===== src/verilog/axi_pkg.sv =====
package axi_pkg;

  // Bus field widths
  localparam int axi_addr_bits = 32;
  localparam int axi_data_bits = 32;
  localparam int axi_strb_bits = axi_data_bits / 8;
  localparam int axi_id_bits   = 4;
  localparam int axi_len_bits  = 8;
  localparam int axi_size_bits = 3;

  // AxBURST encodings
  typedef enum logic [1:0] {
    FIXED = 2'b00,
    INCR  = 2'b01,
    WRAP  = 2'b10
  } axi_burst_t;

  // xRESP encodings
  typedef enum logic [1:0] {
    OKAY   = 2'b00,
    EXOKAY = 2'b01,
    SLVERR = 2'b10,
    DECERR = 2'b11
  } axi_resp_t;

endpackage


===== src/verilog/master_pkg.sv =====
package master_pkg;

  // Transaction controller states
  // AR/R for reads, AW/W/B for writes
  typedef enum logic [2:0] {
    IDLE = 3'd0,
    AR   = 3'd1,
    R    = 3'd2,
    AW   = 3'd3,
    W    = 3'd4,
    B    = 3'd5
  } master_state_t;

endpackage

===== src/verilog/axi_if.sv =====
interface axi_if
  import axi_pkg::*;
();

  // Write address
  logic [axi_id_bits-1:0]   awid;
  logic [axi_addr_bits-1:0] awaddr;
  logic [axi_len_bits-1:0]  awlen;
  logic [axi_size_bits-1:0] awsize;
  axi_burst_t               awburst;
  logic                     awvalid;
  logic                     awready;

  // Write data
  logic [axi_data_bits-1:0] wdata;
  logic [axi_strb_bits-1:0] wstrb;
  logic                     wlast;
  logic                     wvalid;
  logic                     wready;

  // Write response
  logic [axi_id_bits-1:0]   bid;
  axi_resp_t                bresp;
  logic                     bvalid;
  logic                     bready;

  // Read address
  logic [axi_id_bits-1:0]   arid;
  logic [axi_addr_bits-1:0] araddr;
  logic [axi_len_bits-1:0]  arlen;
  logic [axi_size_bits-1:0] arsize;
  axi_burst_t               arburst;
  logic                     arvalid;
  logic                     arready;

  // Read data
  logic [axi_id_bits-1:0]   rid;
  logic [axi_data_bits-1:0] rdata;
  axi_resp_t                rresp;
  logic                     rlast;
  logic                     rvalid;
  logic                     rready;

  modport master (
    output awid, awaddr, awlen, awsize, awburst, awvalid,
    output wdata, wstrb, wlast, wvalid,
    output bready,
    output arid, araddr, arlen, arsize, arburst, arvalid,
    output rready,
    input  awready, wready, bid, bresp, bvalid, arready,
    input  rid, rdata, rresp, rlast, rvalid
  );

  modport slave (
    input  awid, awaddr, awlen, awsize, awburst, awvalid,
    input  wdata, wstrb, wlast, wvalid,
    input  bready,
    input  arid, araddr, arlen, arsize, arburst, arvalid,
    input  rready,
    output awready, wready, bid, bresp, bvalid, arready,
    output rid, rdata, rresp, rlast, rvalid
  );

endinterface


===== src/verilog/axi_master.sv =====
module axi_master
  import axi_pkg::*;
  import master_pkg::*;
(
  input  logic                     clk,
  input  logic                     rstn,
  input  logic                     read,
  input  logic                     write,
  input  logic [axi_addr_bits-1:0] addr,
  input  logic [axi_data_bits-1:0] data_in,
  input  logic [axi_strb_bits-1:0] w_type,
  output logic [axi_data_bits-1:0] data_out,
  output logic                     stall,
  axi_if.master                    bus
);

  // One full data word per beat
  localparam logic [axi_size_bits-1:0] size_word = axi_size_bits'($clog2(axi_strb_bits));

  master_state_t state, state_next, req_state;

  logic [axi_addr_bits-1:0] addr_q;
  logic [axi_data_bits-1:0] wdata_q;
  logic [axi_strb_bits-1:0] wstrb_q;
  logic [axi_data_bits-1:0] rdata_q;

  logic ar_hs;
  logic r_hs;
  logic aw_hs;
  logic w_hs;
  logic b_hs;

  assign ar_hs = bus.arvalid & bus.arready;
  assign r_hs  = bus.rvalid & bus.rready;
  assign aw_hs = bus.awvalid & bus.awready;
  assign w_hs  = bus.wvalid & bus.wready;
  assign b_hs  = bus.bvalid & bus.bready;

  // Write wins over read when both strobes are set
  assign req_state = write ? AW : (read ? AR : IDLE);

  always_ff @(posedge clk or negedge rstn) begin
    if (!rstn) begin
      state <= IDLE;
    end else begin
      state <= state_next;
    end
  end

  always_comb begin
    state_next = state;
    case (state)
      IDLE: state_next = req_state;
      AR:   state_next = ar_hs ? R : AR;
      R:    state_next = r_hs ? req_state : R;
      AW:   state_next = aw_hs ? W : AW;
      W: begin
        if (w_hs) begin
          state_next = b_hs ? IDLE : B;
        end
      end
      B:    state_next = b_hs ? req_state : B;
      default: state_next = IDLE;
    endcase
  end

  // Request fields are only valid on the strobe cycle
  always_ff @(posedge clk) begin
    if ((state_next == AR && state != AR) || (state_next == AW && state != AW)) begin
      addr_q <= addr;
    end
    if (state_next == AW && state != AW) begin
      wdata_q <= data_in;
      wstrb_q <= w_type;
    end
  end

  // Last read word with live data bypassed during the handshake
  always_ff @(posedge clk or negedge rstn) begin
    if (!rstn) begin
      rdata_q <= '0;
    end else if (r_hs) begin
      rdata_q <= bus.rdata;
    end
  end

  assign data_out = r_hs ? bus.rdata : rdata_q;

  // Fixed single-beat attributes
  assign bus.awid    = '0;
  assign bus.awaddr  = addr_q;
  assign bus.awlen   = '0;
  assign bus.awsize  = size_word;
  assign bus.awburst = INCR;
  assign bus.wdata   = wdata_q;
  assign bus.wstrb   = wstrb_q;
  assign bus.wlast   = 1'b1;
  assign bus.arid    = '0;
  assign bus.araddr  = addr_q;
  assign bus.arlen   = '0;
  assign bus.arsize  = size_word;
  assign bus.arburst = INCR;

  always_comb begin
    bus.awvalid = 1'b0;
    bus.wvalid  = 1'b0;
    bus.bready  = 1'b0;
    bus.arvalid = 1'b0;
    bus.rready  = 1'b0;
    stall       = 1'b0;
    case (state)
      AR: begin
        bus.arvalid = 1'b1;
        stall       = 1'b1;
      end
      R: begin
        bus.rready = 1'b1;
      end
      AW: begin
        bus.awvalid = 1'b1;
        stall       = 1'b1;
      end
      W: begin
        // Response may be taken in the same cycle as the data
        bus.wvalid = 1'b1;
        bus.bready = 1'b1;
        stall      = 1'b1;
      end
      B: begin
        bus.bready = 1'b1;
      end
      default: ;
    endcase
  end

endmodule


===== src/flat_wrapper.sv =====
// flat-port wrapper written by rule: the top's interface ports become plain ports
module axi_master_flat import axi_pkg::*; import master_pkg::*;
  (clk, rstn, read, write, addr, data_in, w_type, data_out, stall, bus_awid, bus_awaddr, bus_awlen, bus_awsize, bus_awburst, bus_awvalid, bus_wdata, bus_wstrb, bus_wlast, bus_wvalid, bus_bready, bus_arid, bus_araddr, bus_arlen, bus_arsize, bus_arburst, bus_arvalid, bus_rready, bus_awready, bus_wready, bus_bid, bus_bresp, bus_bvalid, bus_arready, bus_rid, bus_rdata, bus_rresp, bus_rlast, bus_rvalid);
  axi_if bus_i ();
  input  logic clk;
  input  logic rstn;
  input  logic read;
  input  logic write;
  input  logic [axi_addr_bits-1:0] addr;
  input  logic [axi_data_bits-1:0] data_in;
  input  logic [axi_strb_bits-1:0] w_type;
  output logic [axi_data_bits-1:0] data_out;
  output logic stall;
  output wire logic [$bits(bus_i.awid)-1:0] bus_awid;
  output wire logic [$bits(bus_i.awaddr)-1:0] bus_awaddr;
  output wire logic [$bits(bus_i.awlen)-1:0] bus_awlen;
  output wire logic [$bits(bus_i.awsize)-1:0] bus_awsize;
  output wire logic [$bits(bus_i.awburst)-1:0] bus_awburst;
  output wire logic [$bits(bus_i.awvalid)-1:0] bus_awvalid;
  output wire logic [$bits(bus_i.wdata)-1:0] bus_wdata;
  output wire logic [$bits(bus_i.wstrb)-1:0] bus_wstrb;
  output wire logic [$bits(bus_i.wlast)-1:0] bus_wlast;
  output wire logic [$bits(bus_i.wvalid)-1:0] bus_wvalid;
  output wire logic [$bits(bus_i.bready)-1:0] bus_bready;
  output wire logic [$bits(bus_i.arid)-1:0] bus_arid;
  output wire logic [$bits(bus_i.araddr)-1:0] bus_araddr;
  output wire logic [$bits(bus_i.arlen)-1:0] bus_arlen;
  output wire logic [$bits(bus_i.arsize)-1:0] bus_arsize;
  output wire logic [$bits(bus_i.arburst)-1:0] bus_arburst;
  output wire logic [$bits(bus_i.arvalid)-1:0] bus_arvalid;
  output wire logic [$bits(bus_i.rready)-1:0] bus_rready;
  input wire logic [$bits(bus_i.awready)-1:0] bus_awready;
  input wire logic [$bits(bus_i.wready)-1:0] bus_wready;
  input wire logic [$bits(bus_i.bid)-1:0] bus_bid;
  input wire logic [$bits(bus_i.bresp)-1:0] bus_bresp;
  input wire logic [$bits(bus_i.bvalid)-1:0] bus_bvalid;
  input wire logic [$bits(bus_i.arready)-1:0] bus_arready;
  input wire logic [$bits(bus_i.rid)-1:0] bus_rid;
  input wire logic [$bits(bus_i.rdata)-1:0] bus_rdata;
  input wire logic [$bits(bus_i.rresp)-1:0] bus_rresp;
  input wire logic [$bits(bus_i.rlast)-1:0] bus_rlast;
  input wire logic [$bits(bus_i.rvalid)-1:0] bus_rvalid;
  assign bus_awid = bus_i.awid;
  assign bus_awaddr = bus_i.awaddr;
  assign bus_awlen = bus_i.awlen;
  assign bus_awsize = bus_i.awsize;
  assign bus_awburst = bus_i.awburst;
  assign bus_awvalid = bus_i.awvalid;
  assign bus_wdata = bus_i.wdata;
  assign bus_wstrb = bus_i.wstrb;
  assign bus_wlast = bus_i.wlast;
  assign bus_wvalid = bus_i.wvalid;
  assign bus_bready = bus_i.bready;
  assign bus_arid = bus_i.arid;
  assign bus_araddr = bus_i.araddr;
  assign bus_arlen = bus_i.arlen;
  assign bus_arsize = bus_i.arsize;
  assign bus_arburst = bus_i.arburst;
  assign bus_arvalid = bus_i.arvalid;
  assign bus_rready = bus_i.rready;
  assign bus_i.awready = bus_awready;
  assign bus_i.wready = bus_wready;
  assign bus_i.bid = bus_bid;
  assign bus_i.bresp = bus_bresp;
  assign bus_i.bvalid = bus_bvalid;
  assign bus_i.arready = bus_arready;
  assign bus_i.rid = bus_rid;
  assign bus_i.rdata = bus_rdata;
  assign bus_i.rresp = bus_rresp;
  assign bus_i.rlast = bus_rlast;
  assign bus_i.rvalid = bus_rvalid;
  axi_master u_core (.clk(clk), .rstn(rstn), .read(read), .write(write), .addr(addr), .data_in(data_in), .w_type(w_type), .data_out(data_out), .stall(stall), .bus(bus_i));
endmodule

===== config.mk =====
export PLATFORM = sky130hd
export DESIGN_NAME = axi_master_flat
export DESIGN_NICKNAME = d
export VERILOG_FILES = /design/src/verilog/axi_pkg.sv /design/src/verilog/master_pkg.sv /design/src/verilog/axi_if.sv /design/src/verilog/axi_master.sv /design/src/flat_wrapper.sv
export SDC_FILE = /design/constraint.sdc
export NUM_CORES = 1
export LEC_CHECK = 0
export ABC_AREA = 1
export BUFFER_PORTS_ARGS = -buffer_cell sky130_fd_sc_hd__buf_2
export CORE_AREA = 2 2 115 117
export DETAILED_ROUTE_END_ITERATION = 6
export DIE_AREA = 0 0 117 119
export PLACE_DENSITY = 0.7
export SETUP_SLACK_MARGIN = 0.4
export SLEW_MARGIN = 30
export SYNTH_ARGS = -nofsm -noshare
export SYNTH_HDL_FRONTEND = slang
export SYNTH_SLANG_ARGS = --single-unit

===== constraint.sdc =====
create_clock -name clk -period 3.31 [get_ports clk]
set_clock_uncertainty 0.1 [all_clocks]
set_input_delay 0.1655 -clock clk [delete_from_list [all_inputs] [get_ports clk]]
set_output_delay 0.1655 -clock clk [all_outputs]
set_load 0.05 [all_outputs]

Word level (Yosys, flattened, before mapping). Cells that the tools add are included.

Input port bits: 122. Output and inout port bits: 173. Logic and storage cells: 41. Bits in registers: 103.

Reduce and logical (&&, ||, !) cells: 6. Eq/ne operators: 9. Bitwise gates (word level): 5. Mux-type cells: 16.

Operators by type and width (number): $mux 32 (1); $mux 3 (6); $pmux 3 s6 (1); $eq 3x2->1 const B (3); $mux 1 (7); $eq 3x1->1 const B (2); $eq 3x3->1 const B (2); $and 1x1->1 (5); $logic_not 3->1 (1); $ne 3x1->1 const B (1); $ne 3x2->1 const B (1); $reduce_or 3->1 (1); $logic_and 1x1->1 (2); $mux 2 (1); $reduce_or 2->1 (1); $logic_or 1x1->1 (1).

Logic depth before layout (Yosys ltp). Gate-level depths: netlist of the first run.

Word-level depth: 10. Gate-level depth with buffers: 9. Depth with buffers taken out: 8.

Least setup slack after synthesis of the first run. No wires, ideal clock.

Kind: flip-flop to flip-flop. From: register u_core.state[2]. To: register u_core.addr_q[0], in the netlist u_core.bus.araddr[0], enable pin. Path buffers: 1. Path slack: -341 ps. Setup time: 432 ps. Arrival: 3119 ps. Stages on the path, launching flop included: 7. Clock period less this slack: 3651 ps. Data required time: 2778 ps. Cell sequence: dfrtp_1 -> buf_2 -> nor3_2 -> nand2_1 -> nand3_1 -> nor2_1 -> a21oi_1.

Elaborated cells on any way between the ends: 31. Classes of those cells: 9 x eq/ne; 12 x mux; 5 x bitwise; 5 x reduce/logical.

RTL lines: from (decl) (RTL line axi_master.sv:20) `master_state_t state, state_next, req_state;`; from (signal assigned) (RTL line axi_master.sv:46) `state <= state_next;`; $eq 3x1->1 (*) (RTL line axi_master.sv:111) `case (state)`; $mux 1 (*) (RTL line axi_master.sv:111); net bus_arvalid (RTL line flat_wrapper.sv:30) `output wire logic [$bits(bus_i.arvalid)-1:0] bus_arvalid;`; $and 1x1->1 (*) (RTL line axi_master.sv:33) `assign ar_hs = bus.arvalid & bus.arready;`; $mux 2 (*) (RTL line axi_master.sv:54) `AR: state_next = ar_hs ? R : AR;`; $pmux 3 s6 (*) (RTL line axi_master.sv:52) `case (state)`; $eq 3x1->1 or $eq 3x2->1 (tied branches) (RTL line axi_master.sv:69) `if ((state_next == AR && state != AR) || (state_next == AW && state != AW)) begin`; $logic_and 1x1->1 (RTL line axi_master.sv:69); $logic_or 1x1->1 (*) (RTL line axi_master.sv:69); to (signal assigned) (RTL line axi_master.sv:70) `addr_q <= addr;`; to (decl) (RTL line axi_master.sv:22) `logic [axi_addr_bits-1:0] addr_q;`.

The timed path passes the listed nets; every way through them passes the cells marked *. A chain may end at the register's enable or synchronous reset.

Final worst setup path of the first run.
From: register u_core.state[2]. To: output data_out[6].

Cells in the longest elaborated chain, start to end: 4.

Ends and longest elaborated chain: $eq 3x2->1 (RTL line axi_master.sv:111); $mux 1 (RTL line axi_master.sv:111); $and 1x1->1 (RTL line axi_master.sv:34) `assign r_hs = bus.rvalid & bus.rready;`; $mux 32 (RTL line axi_master.sv:87) `assign data_out = r_hs ? bus.rdata : rdata_q;`; to (decl) (RTL line flat_wrapper.sv:12) `output logic [axi_data_bits-1:0] data_out;`.

Every way passes these cells.

==> summary.md, run 1 <==
| Metric | Value |
|---|---|
| CORE AREA | `12900 um2` |
| Vias post-DR | `3093` |
| Final Max Slew Viols | `0` |
| Type of the most critical hold path | `input port to register` |
| Setup TNS | `0 ns` |
| Top-area cell type share of the netlist area | `49.9%` |
| Worst path cell trace | `nor2_4, nand3_4, buf_4, mux2_1, buf_2` |
| Final WL | `10700 um` |
| Seq cells post-synth | `103` |
| Max-Cap Viols | `0` |
| Avg Inst Size Synth | `15.4 um2` |
| I/O pins | `295` |
| CTS resizes | `0` |
| Status | `completed` |
| WP data required | `3.04 ns` |
| Largest cells by area after synthesis | `edfxtp_1 (50%), dfrtp_1 (21%), buf_4 (12%)` |
| Layout Cells excl Fill | `769` |
| Port bufs | `246` |
| Share of layout cells above drive strength 1 | `46.1%` |
| Worst-path fanout max | `32` |
| Layout net count | `710` |
| CTS tree | `done` |
| Tcrit/Tclk final | `71.9%` |
| DR iter-0 viols | `123` |
| Most frequent cell after synthesis | `edfxtp_1` |
| RSZ-0062 raised after global routing | `no` |
| Post-synth EDFFs | `68` |
| Starting density of the core | `31.8%` |
| Synth area leader | `edfxtp_1` |
| Syn Inst Count | `265` |
| Row count | `42` |
| Fmax achieved | `420 MHz` |
| Die area | `13900 um2` |
| Total setup buffers inserted after CTS | `0` |
| Crit path launch type | `register` |
| Post-DR vias/cell | `4.02` |
| Synth top cells by count | `edfxtp_1 (68), buf_4 (67), dfrtp_1 (35), mux2_1 (30), nand2_1 (19)` |
| Synthesized area | `4090 um2` |
| Syn. warnings | `0` |
| Drt pass-1 iters | `4` |
| Cell area after placement | `5170 um2` |
| Sequential element share of the synthesized area | `71.3%` |
| WL per Instance | `13.9 um` |
| Drc violations | `0` |
| FFs w/ async S/R, synth | `34.0%` |
| Slew headroom | `48.8%` |
| Clk buf depth | `2` |
| Kind of end point of the critical path | `output port` |
| Hpwl dp | `7300 um` |
| Synth cell types | `20` |
| Dpl cells | `652` |
| # setup viols final | `0` |
| Hold Vio Cnt, Final | `0` |
| Vias in the first global route | `3242` |
| Hold_buf cts | `101` |
| GR Util All Layers | `15.2%` |
| CTS Sinks | `103` |
| Die Y | `119 um` |
| Root buffer cell | `clkbuf_16` |
| Initial antenna violation count | `1` |
| Finished layout cell area | `6480 um2` |
| Worst Path Arrival | `2.12 ns` |
| H-Tree Depth | `3` |
| GPL Wtd Cong | `0.773` |
| Largest net degree at the start of global routing | `37` |
| Worst Max-Slew Pin Slew | `0.768 ns` |
| Clk_lat worst skew | `0.34 ns` |
| Crit path kind | `register to output port` |
| Routed Antenna Nets | `0` |
| First-pass GRT wire length | `15700 um` |
| GR Overflow Total | `0` |
| TritonCTS Buffers | `9` |
| Area delta synth->final | `58.2%` |
| Die Span X | `117 um` |
| Ys flop type | `edfxtp_1` |
| Max stage delay cell, worst path | `dfrtp_1` |
| Clock transition at path regs | `0.07 ns` |
| Final Critical Period | `2.38 ns` |
| CP max stage delay | `0.59 ns` |
## routing by layer
metal	vias to the layer above	global-route usage, %	wire (um)
met2	158	28.0	5830
met5	-	0	0
li1	1451	-	-
met3	18	5.39	945
met4	0	7.06	239
met1	1466	14.8	3670
## path summary, 6_finish.rpt
path / to / cells past startpoint / startpoint / slack, ns
min in group asynchronous: u_core.rdata_q[28] / 2 / rstn / 0.36
worst min register to register: u_core.rdata_q[12] / 1 / u_core.rdata_q[12] / 0.39
max in group asynchronous: u_core.rdata_q[6] / 2 / rstn / 2.27
worst max-delay path: data_out[6] / 5 / u_core.state[2] / 0.93
worst min-delay path: u_core.state[1] / 3 / write / 0.03
worst max register to register: u_core.bus.araddr[5] / 8 / u_core.state[2] / 1.07
## critical path: cells and delay by family (launching register included)
kind | cells | cell delay (ns)
buffers and inverters | 2 | 0.59
flip-flops | 1 | 0.59
multiplexers | 1 | 0.40
AND/OR/NAND/NOR | 2 | 0.16
## metrics by stage
step / worst slack (ns) / hold slack (ns) / utilization [%]
after CTS: 0.896 / 0.0125 / 50.3
after floorplan: 0.676 / -0.230 / -
after global placement: 1.14 / 0.171 / 40.1
after detailed placement: 1.09 / 0.189 / 40.1
after global routing: 0.789 / 0.0467 / 50.3
final: 0.929 / 0.0296 / 50.3
## flip-flops by register name, summed over array words and instances (netlist names)
register / flops
u_core.bus.araddr: 32
u_core.rdata_q: 32
u_core.state: 3
u_core.bus.wstrb: 4
u_core.bus.wdata: 32
## cell families (layout without fill, tap and decap cells)
logic type	count (synthesis)	after routing	share of synthesized area [%]
buffers and inverters	84	378	14.4
muxes	32	32	8.80
DFF	103	103	71.3
other	2	36	0.183
AOI/OAI and AO/OA	2	2	0.245
and+or+nand+nor	42	42	5.04
## placed cells by master (no fill, tap or decap), types with 7 or more instances in the layout
cell / instances
buf_2: 246
clkbuf_16: 9
conb_1: 35
dfrtp_1: 35
dlygate4sd3_1: 101
edfxtp_1: 68
inv_1: 12
mux2_1: 30
nand2_1: 19
nand3_1: 7
nor2_1: 7
## cell type report
class / count / area [um2]
clock inverters: 6 / 70.1
flip-flops and latches: 103 / 2920
diodes: 1 / 2.50
fillers: 1086 / 6400
repair buffers: 350 / 2260
clock buffers: 9 / 225
inverters: 13 / 48.8
multi-input cells: 111 / 727
well taps: 176 / 220
Power of run 1 is left out: the tool's default activity adds up to more than one toggle a clock period on the data nets, which glitch-free logic cannot reach.
==> run 2, diff against run 1 <==
CORE_AREA = 2 2 114 116   (was 2 2 115 117)
DIE_AREA = 0 0 116 118   (was 0 0 117 119)
PLACE_DENSITY = 0.68   (was 0.7)
clock period = 2.5 ns   (was 3.31 ns; I/O delays follow)
==> summary.md, run 2 (synthesis gave the netlist of run 1 again) <==
| Metric | Value |
|---|---|
| Max stage delay cell, worst path | `dfrtp_2` |
| # fillers | `1053 (-3.0%)` |
| Initial antenna violation count | `0 (-1)` |
| CP max stage delay | `0.43 ns (-0.16 ns)` |
| Seq. cell area | `2920 um2 (+0.13%)` |
| Drt pass-1 iters | `4 (unchanged)` |
| Die Y | `118 um (-0.84%)` |
| Max-Cap Viols | `0 (unchanged)` |
| Clk buf depth | `2 (unchanged)` |
| Worst path cell trace | `inv_4, nor2_4, nand3_4, buf_12, mux2_1, buf_4` |
| Row count | `41 (-2.4%)` |
| Commonest non-fill, non-tap cell in the layout | `buf_2` |
| ANT cells | `0 (-1)` |
| # setup viols final | `0 (unchanged)` |
| Clock transition at path regs | `0.07 ns (about the same)` |
| Cell depth of the worst setup path | `6 (+1)` |
| Final Critical Period | `2.04 ns` |
| Post-DR vias/cell | `4.07 (+1.2%)` |
| Vias post-DR | `3134 (+1.3%)` |
| Hold Vio Cnt, Final | `0 (unchanged)` |
| R2R depth | `8 (unchanged)` |
| DR iter-0 viols | `148 (+20%)` |
| Multi-input gate area | `746 um2 (+2.6%)` |
| Tcrit/Tclk final | `81.7%` |
| Fmax achieved | `490 MHz` |
| Die area | `13700 um2 (-1.7%)` |
| Worst Setup SP | `u_core.state[1]` |
| GR Overflow Total | `0 (unchanged)` |
| GPL Wtd Cong | `0.786 (+1.6%)` |
| Hpwl dp | `7110 um (-2.5%)` |
| Worst-path fanout max | `19 (-41%)` |
| Commonest non-fill, non-tap cells in the layout | `buf_2 (216), dlygate4sd3_1 (103), edfxtp_1 (68), conb_1 (35), dfrtp_1 (32)` |
| Vias in the first global route | `3219 (-0.71%)` |
| Area delta synth->final | `63.1%` |
| Worst Path Buf+Inv | `3 (+1)` |
| Grt met2 use | `29.0% (+1.0 points)` |
| CTS tree | `done` |
| Layout net count | `715 (+0.70%)` |
| Crit path launch type | `register` |
| Flop-to-flop setup slack | `0.55 ns (-0.52 ns)` |
| TritonCTS Buffers | `9 (unchanged)` |
| Final Max Slew Viols | `0 (unchanged)` |
| End of the worst register-to-register path | `u_core.bus.araddr[25]` |
| Crit path kind | `register to output port` |
| Drc violations | `0 (unchanged)` |
| Status | `completed` |
| Global Route met1 Usage | `16.0% (+1.2 points)` |
| Setup TNS | `0 ns (unchanged)` |
| End of the critical path | `data_out[11]` |
| CORE AREA | `12400 um2 (-3.6%)` |
| Largest net degree at the start of global routing | `37 (unchanged)` |
| H-Tree Depth | `3 (unchanged)` |
| WL per Instance | `14.2 um (+2.2%)` |
| RSZ-0062 raised after global routing | `no` |
| WP data required | `2.28 ns (-0.76 ns)` |
| GR Util All Layers | `15.3% (+0.14 points)` |
| Worst Path Arrival | `1.82 ns (-0.30 ns)` |
| Slew headroom | `49.3% (+0.49 points)` |
| Starting density of the core | `33.0% (+1.2 points)` |
| Type of the most critical hold path | `input port to register` |
| Routed Antenna Nets | `0 (unchanged)` |
| Port bufs | `246 (unchanged)` |
| Met3 global-route usage | `3.71% (-1.7 points)` |
| Kind of end point of the critical path | `output port` |
| Reg-to-Reg Start | `u_core.state[1]` |
| Share of layout cells above drive strength 1 | `47.2% (+1.0 points)` |
| CTS Sinks | `103 (unchanged)` |
| Clk_lat worst skew | `0.34 ns (about the same)` |
| First-pass GRT wire length | `16000 um (+1.8%)` |
| Root buffer cell | `clkbuf_16` |
| Final WL | `10900 um (+2.3%)` |
| Delay-heaviest family, CP | `buffers and inverters` |
| I/O pins | `295 (unchanged)` |
| GRT Max-Usage Layer | `met2` |
| Worst Max-Slew Pin Slew | `0.761 ns (-0.00737 ns)` |
| Die Span X | `116 um (-0.85%)` |
==> run 2: final cells by class <==
cell class | instances | area share (%)
sequential | 103 | 43.8
tap | 172 | 3.22
timing repair buffer | 355 | 36.7
multi-input combinational | 111 | 11.2
inverter | 13 | 0.769
clock inverter | 5 | 0.862
clock buffer | 11 | 3.49
==> run 2: how the worst min path moves through the flow <==
stage               cells after the start                 end       start  slack, ns
floorplan                               0   u_core.rdata_q[0]        rstn      -0.27
global placement                        1  u_core.rdata_q[19]        rstn       0.14
detailed placement                      1  u_core.rdata_q[19]        rstn       0.16
CTS                                     4     u_core.state[2]  bus_wready       0.05
global route                            4     u_core.state[2]  bus_wready       0.09
finish                                  4     u_core.state[2]  bus_wready       0.07
==> run 2: metal layers <==
metal | vias up | part of all wire, % | routed length (um)
met2 | 159 | 56 | 6110
li1 | 1462 | - | -
met5 | - | 0 | 0
met4 | 0 | 1.9 | 204
met1 | 1499 | 35 | 3820
met3 | 14 | 7.3 | 797
==> run 2: per-stage QoR <==
step | util [%] | hold slack (ns) | setup slack, ns | cells | cell area (um2)
final | 53.8 | 0.0688 | 0.458 | 770 | 6670
after global routing | 53.8 | 0.0946 | 0.394 | 770 | 6670
after CTS | 52.9 | 0.0515 | 0.410 | 770 | 6560
after detailed placement | 41.9 | 0.157 | 0.390 | 648 | 5210
after global placement | 41.9 | 0.140 | 0.432 | 648 | 5210
after floorplan | - | -0.271 | 0.151 | 298 | 4250
==> run 2: worst min-delay path: stages <==
cell and delay, ns:
buf_2 0.09, nand2_1 0.05, nand3_1 0.07, nand3_1 0.11
==> run 2: repair_timing <==
action	CTS	global route
setup endpoints to repair	68	65
resized for setup	5	70
hold buffers	103	0
pin swaps	1	0
setup buffers	3	0
gates cloned	0	0
hold endpoints to repair	137	0
Power of run 2 is left out for the same reason.
==> run 3, diff against run 2 <==
ABC_AREA = 0   (was 1)
CORE_AREA = 2 2 116 118   (was 2 2 114 116)
DIE_AREA = 0 0 118 120   (was 0 0 116 118)
PLACE_DENSITY = 0.67   (was 0.68)
clock period = 2 ns   (was 2.5 ns; I/O delays follow)
==> summary.md, run 3 <==
| Metric | Value |
|---|---|
| Drt pass-1 iters | `4 (unchanged)` |
| Most frequent cell after synthesis | `edfxtp_1` |
| Flop-to-flop setup slack | `-0.14 ns (-0.69 ns)` |
| GR Overflow Total | `0 (unchanged)` |
| Avg Inst Size Synth | `17.4 um2 (+13%)` |
| Fin Hold WS | `-0.000812 ns (-0.0696 ns)` |
| Crit path launch type | `register` |
| GRT Max-Usage Layer | `met2` |
| Clock transition at path regs | `0.07 ns (about the same)` |
| FFs w/ async S/R, synth | `34.0% (unchanged)` |
| Clk_lat worst skew | `0.35 ns (about the same)` |
| Worst Path Buf+Inv | `3 (unchanged)` |
| Die area | `14200 um2 (+3.4%)` |
| Hold Vio Cnt, Final | `1 (+1)` |
| TritonCTS Buffers | `9 (unchanged)` |
| Dpl cells | `632 (-2.5%)` |
| Syn. warnings | `0 (unchanged)` |
| I/O pins | `295 (unchanged)` |
| Area delta synth->final | `77.7%` |
| WP data required | `1.97 ns (-0.31 ns)` |
| Seq cells post-synth | `103 (unchanged)` |
| Ys flop type | `edfxtp_1` |
| Final WL | `12800 um (+17%)` |
| Top-area cell type share of the netlist area | `48.4% (-1.5 points)` |
| Port bufs | `246 (unchanged)` |
| Global Route met1 Usage | `16.5% (+0.45 points)` |
| Commonest non-fill, non-tap cell in the layout | `buf_2` |
| Status | `finished with violations` |
| Routed Antenna Nets | `0 (unchanged)` |
| Worst Path Arrival | `2.11 ns (+0.29 ns)` |
| Initial antenna violation count | `2 (+2)` |
| First-pass GRT wire length | `17500 um (+9.5%)` |
| Clk buf depth | `2 (unchanged)` |
| Synthesized area | `4220 um2 (+3.2%)` |
| GPL Wtd Cong | `0.758 (-3.5%)` |
| Vias post-DR | `3238 (+3.3%)` |
| GR Util All Layers | `16.3% (+1.0 points)` |
| Sequential element share of the synthesized area | `69.1% (-2.2 points)` |
| Tcrit/Tclk final | `107%` |
| Largest cells by area after synthesis | `edfxtp_1 (48%), dfrtp_1 (21%), buf_4 (12%)` |
| End of the worst register-to-register path | `u_core.bus.araddr[0]` |
| Vias in the first global route | `3384 (+5.1%)` |
| Util after Layout | `57.8% (+4.0 points)` |
| # setup viols final | `100 (+100)` |
| Drc violations | `0 (unchanged)` |
| Finished layout cell area | `7500 um2 (+12%)` |
| Hold Crit Start | `read` |
| Synth top cells by count | `edfxtp_1 (68), buf_4 (67), dfrtp_1 (35), mux2_4 (30), inv_1 (4)` |
| CTS tree | `done` |
| Share of layout cells above drive strength 1 | `58.6% (+11 points)` |
| Delay-heaviest family, CP | `simple AND/OR/NAND/NOR gates` |
| DR iter-0 viols | `108 (-27%)` |
| Synth area leader | `edfxtp_1` |
| WL per Instance | `16.2 um (+14%)` |
| RSZ-0062 raised after global routing | `yes` |
| Fmax achieved | `466 MHz` |
| H-Tree Depth | `3 (unchanged)` |
| CTS Sinks | `103 (unchanged)` |
| Layout net count | `726 (+1.5%)` |
| Type of the most critical hold path | `input port to register` |
| Worst Hold End | `u_core.state[0]` |
| Worst path cell trace | `buf_6, and4bb_4, a311o_1, a21oi_4, nor4_4, buf_6, clkbuf_16` |
| Layout Cells excl Fill | `786 (+2.1%)` |
| Largest net degree at the start of global routing | `37 (unchanged)` |
| Starting density of the core | `32.5% (-0.43 points)` |
| Max-Cap Viols | `0 (unchanged)` |
| Hpwl dp | `7240 um (+1.8%)` |
| Final Max Slew Viols | `0 (unchanged)` |
| Failing checks | `hold timing, setup timing` |
| CORE AREA | `13000 um2 (+4.6%)` |
| Commonest non-fill, non-tap cells in the layout | `buf_2 (208), dlygate4sd3_1 (101), edfxtp_1 (68), buf_6 (45), conb_1 (35)` |
| Post-DR vias/cell | `4.12 (+1.2%)` |
| Synth cell types | `32 (+60%)` |
| CP max stage delay | `0.45 ns (+0.02 ns)` |
| Hold path depth | `4 (unchanged)` |
| Root buffer cell | `clkbuf_16` |
| Die Y | `120 um (+1.7%)` |
| Crit path kind | `register to register` |
| Worst Max-Slew Pin Slew | `0.797 ns (+0.0363 ns)` |
| R2R depth | `7 (-1)` |
| Final Critical Period | `2.14 ns` |
| Grt met2 use | `30.6% (+1.6 points)` |
| Post-route setup slack | `-0.145 ns (-0.603 ns)` |
| Max stage delay cell, worst path | `dfrtp_2` |
| Cell mode on critical path | `buf_6` |
| Worst-path fanout max | `8 (-11)` |
| Post-synth EDFFs | `68 (unchanged)` |
| Reg-to-Reg Start | `u_core.state[2]` |
| Cell area after placement | `5330 um2 (+2.4%)` |
| Die Span X | `118 um (+1.7%)` |
| Met3 global-route usage | `5.13% (+1.4 points)` |
| Kind of end point of the critical path | `register` |
| Row count | `42 (+2.4%)` |
| # fillers | `1018 (-3.3%)` |
| Syn Inst Count | `242 (-8.7%)` |
| Slew headroom | `46.8% (-2.4 points)` |
[run 3: changes by cell type after synthesis, sizes merged, moves of 3 or more]
cell and delta:
nor2 -6, nand2 -18, nand4 -3, inv -9, nand3 -8
[run 3: worst max-delay path by stage]
stage	from	end	slack, ns	cells after the start
2_1_floorplan	u_core.state[1]	u_core.bus.araddr[0]	-0.83	5
6_report	u_core.state[2]	u_core.bus.araddr[0]	-0.14	7
5_1_grt	u_core.state[2]	u_core.bus.araddr[26]	-0.21	7
4_1_cts	u_core.state[2]	u_core.bus.araddr[6]	-0.12	6
3_5_place_dp	u_core.state[2]	u_core.bus.araddr[25]	-0.09	5
3_3_place_gp	u_core.state[2]	u_core.bus.araddr[25]	-0.02	5
[run 3: worst reg2reg max path, stage by stage (launching register included)]
cell	delay, ns
dfrtp_2	0.45
buf_6	0.14
and4bb_4	0.30
a311o_1	0.17
a21oi_4	0.07
nor4_4	0.27
buf_6	0.19
clkbuf_16	0.17
[run 3: cells by family after synthesis]
logic type / Yosys count / share of synthesized area (%)
muxes: 33 / 11.4
other: 2 / 0.178
AOI/OAI and AO/OA: 9 / 1.75
buffers and inverters: 77 / 14.5
DFF: 103 / 69.1
and+or+nand+nor: 18 / 3.05
[run 3: what timing repair did]
item                                    4_1_cts  5_1_grt
setup buffers                                11       11
gates resized for setup                      95       31
endpoints found under the setup margin      137      122
pin swaps                                     2        4
hold buffers                                101        0
hold endpoints to repair                    137        0
cloned                                        2       12
[run 3: metal layers]
metal / routed length [um] / vias to the layer above
li1: - / 1483
met1: 4580 / 1568
met2: 7030 / 162
met3: 849 / 23
met4: 285 / 2
met5: 13 / -
[run 3: stage by stage]
step	hold slack [ns]	setup WS, ns	TNS (ns)
finish	-0.000812	-0.145	-10.14
global route	0.00207	-0.210	-15.57
CTS	-0.0183	-0.116	-7.24
detailed placement	0.125	-0.0941	-2.92
global placement	0.112	-0.0198	-0.521
floorplan	-0.296	-0.826	-44.19
[run 3: layout make-up]
type	count	area, um2	area share [%]
timing repair buffer	391	3170	42.3
inverter	4	18.8	0.250
sequential	103	2920	38.9
antenna	1	2.50	0.0333
tap	176	220	2.93
clock inverter	7	57.6	0.767
multi-input combinational	95	883	11.8
clock buffer	9	225	3.00
Power of run 3 is left out for the same reason.
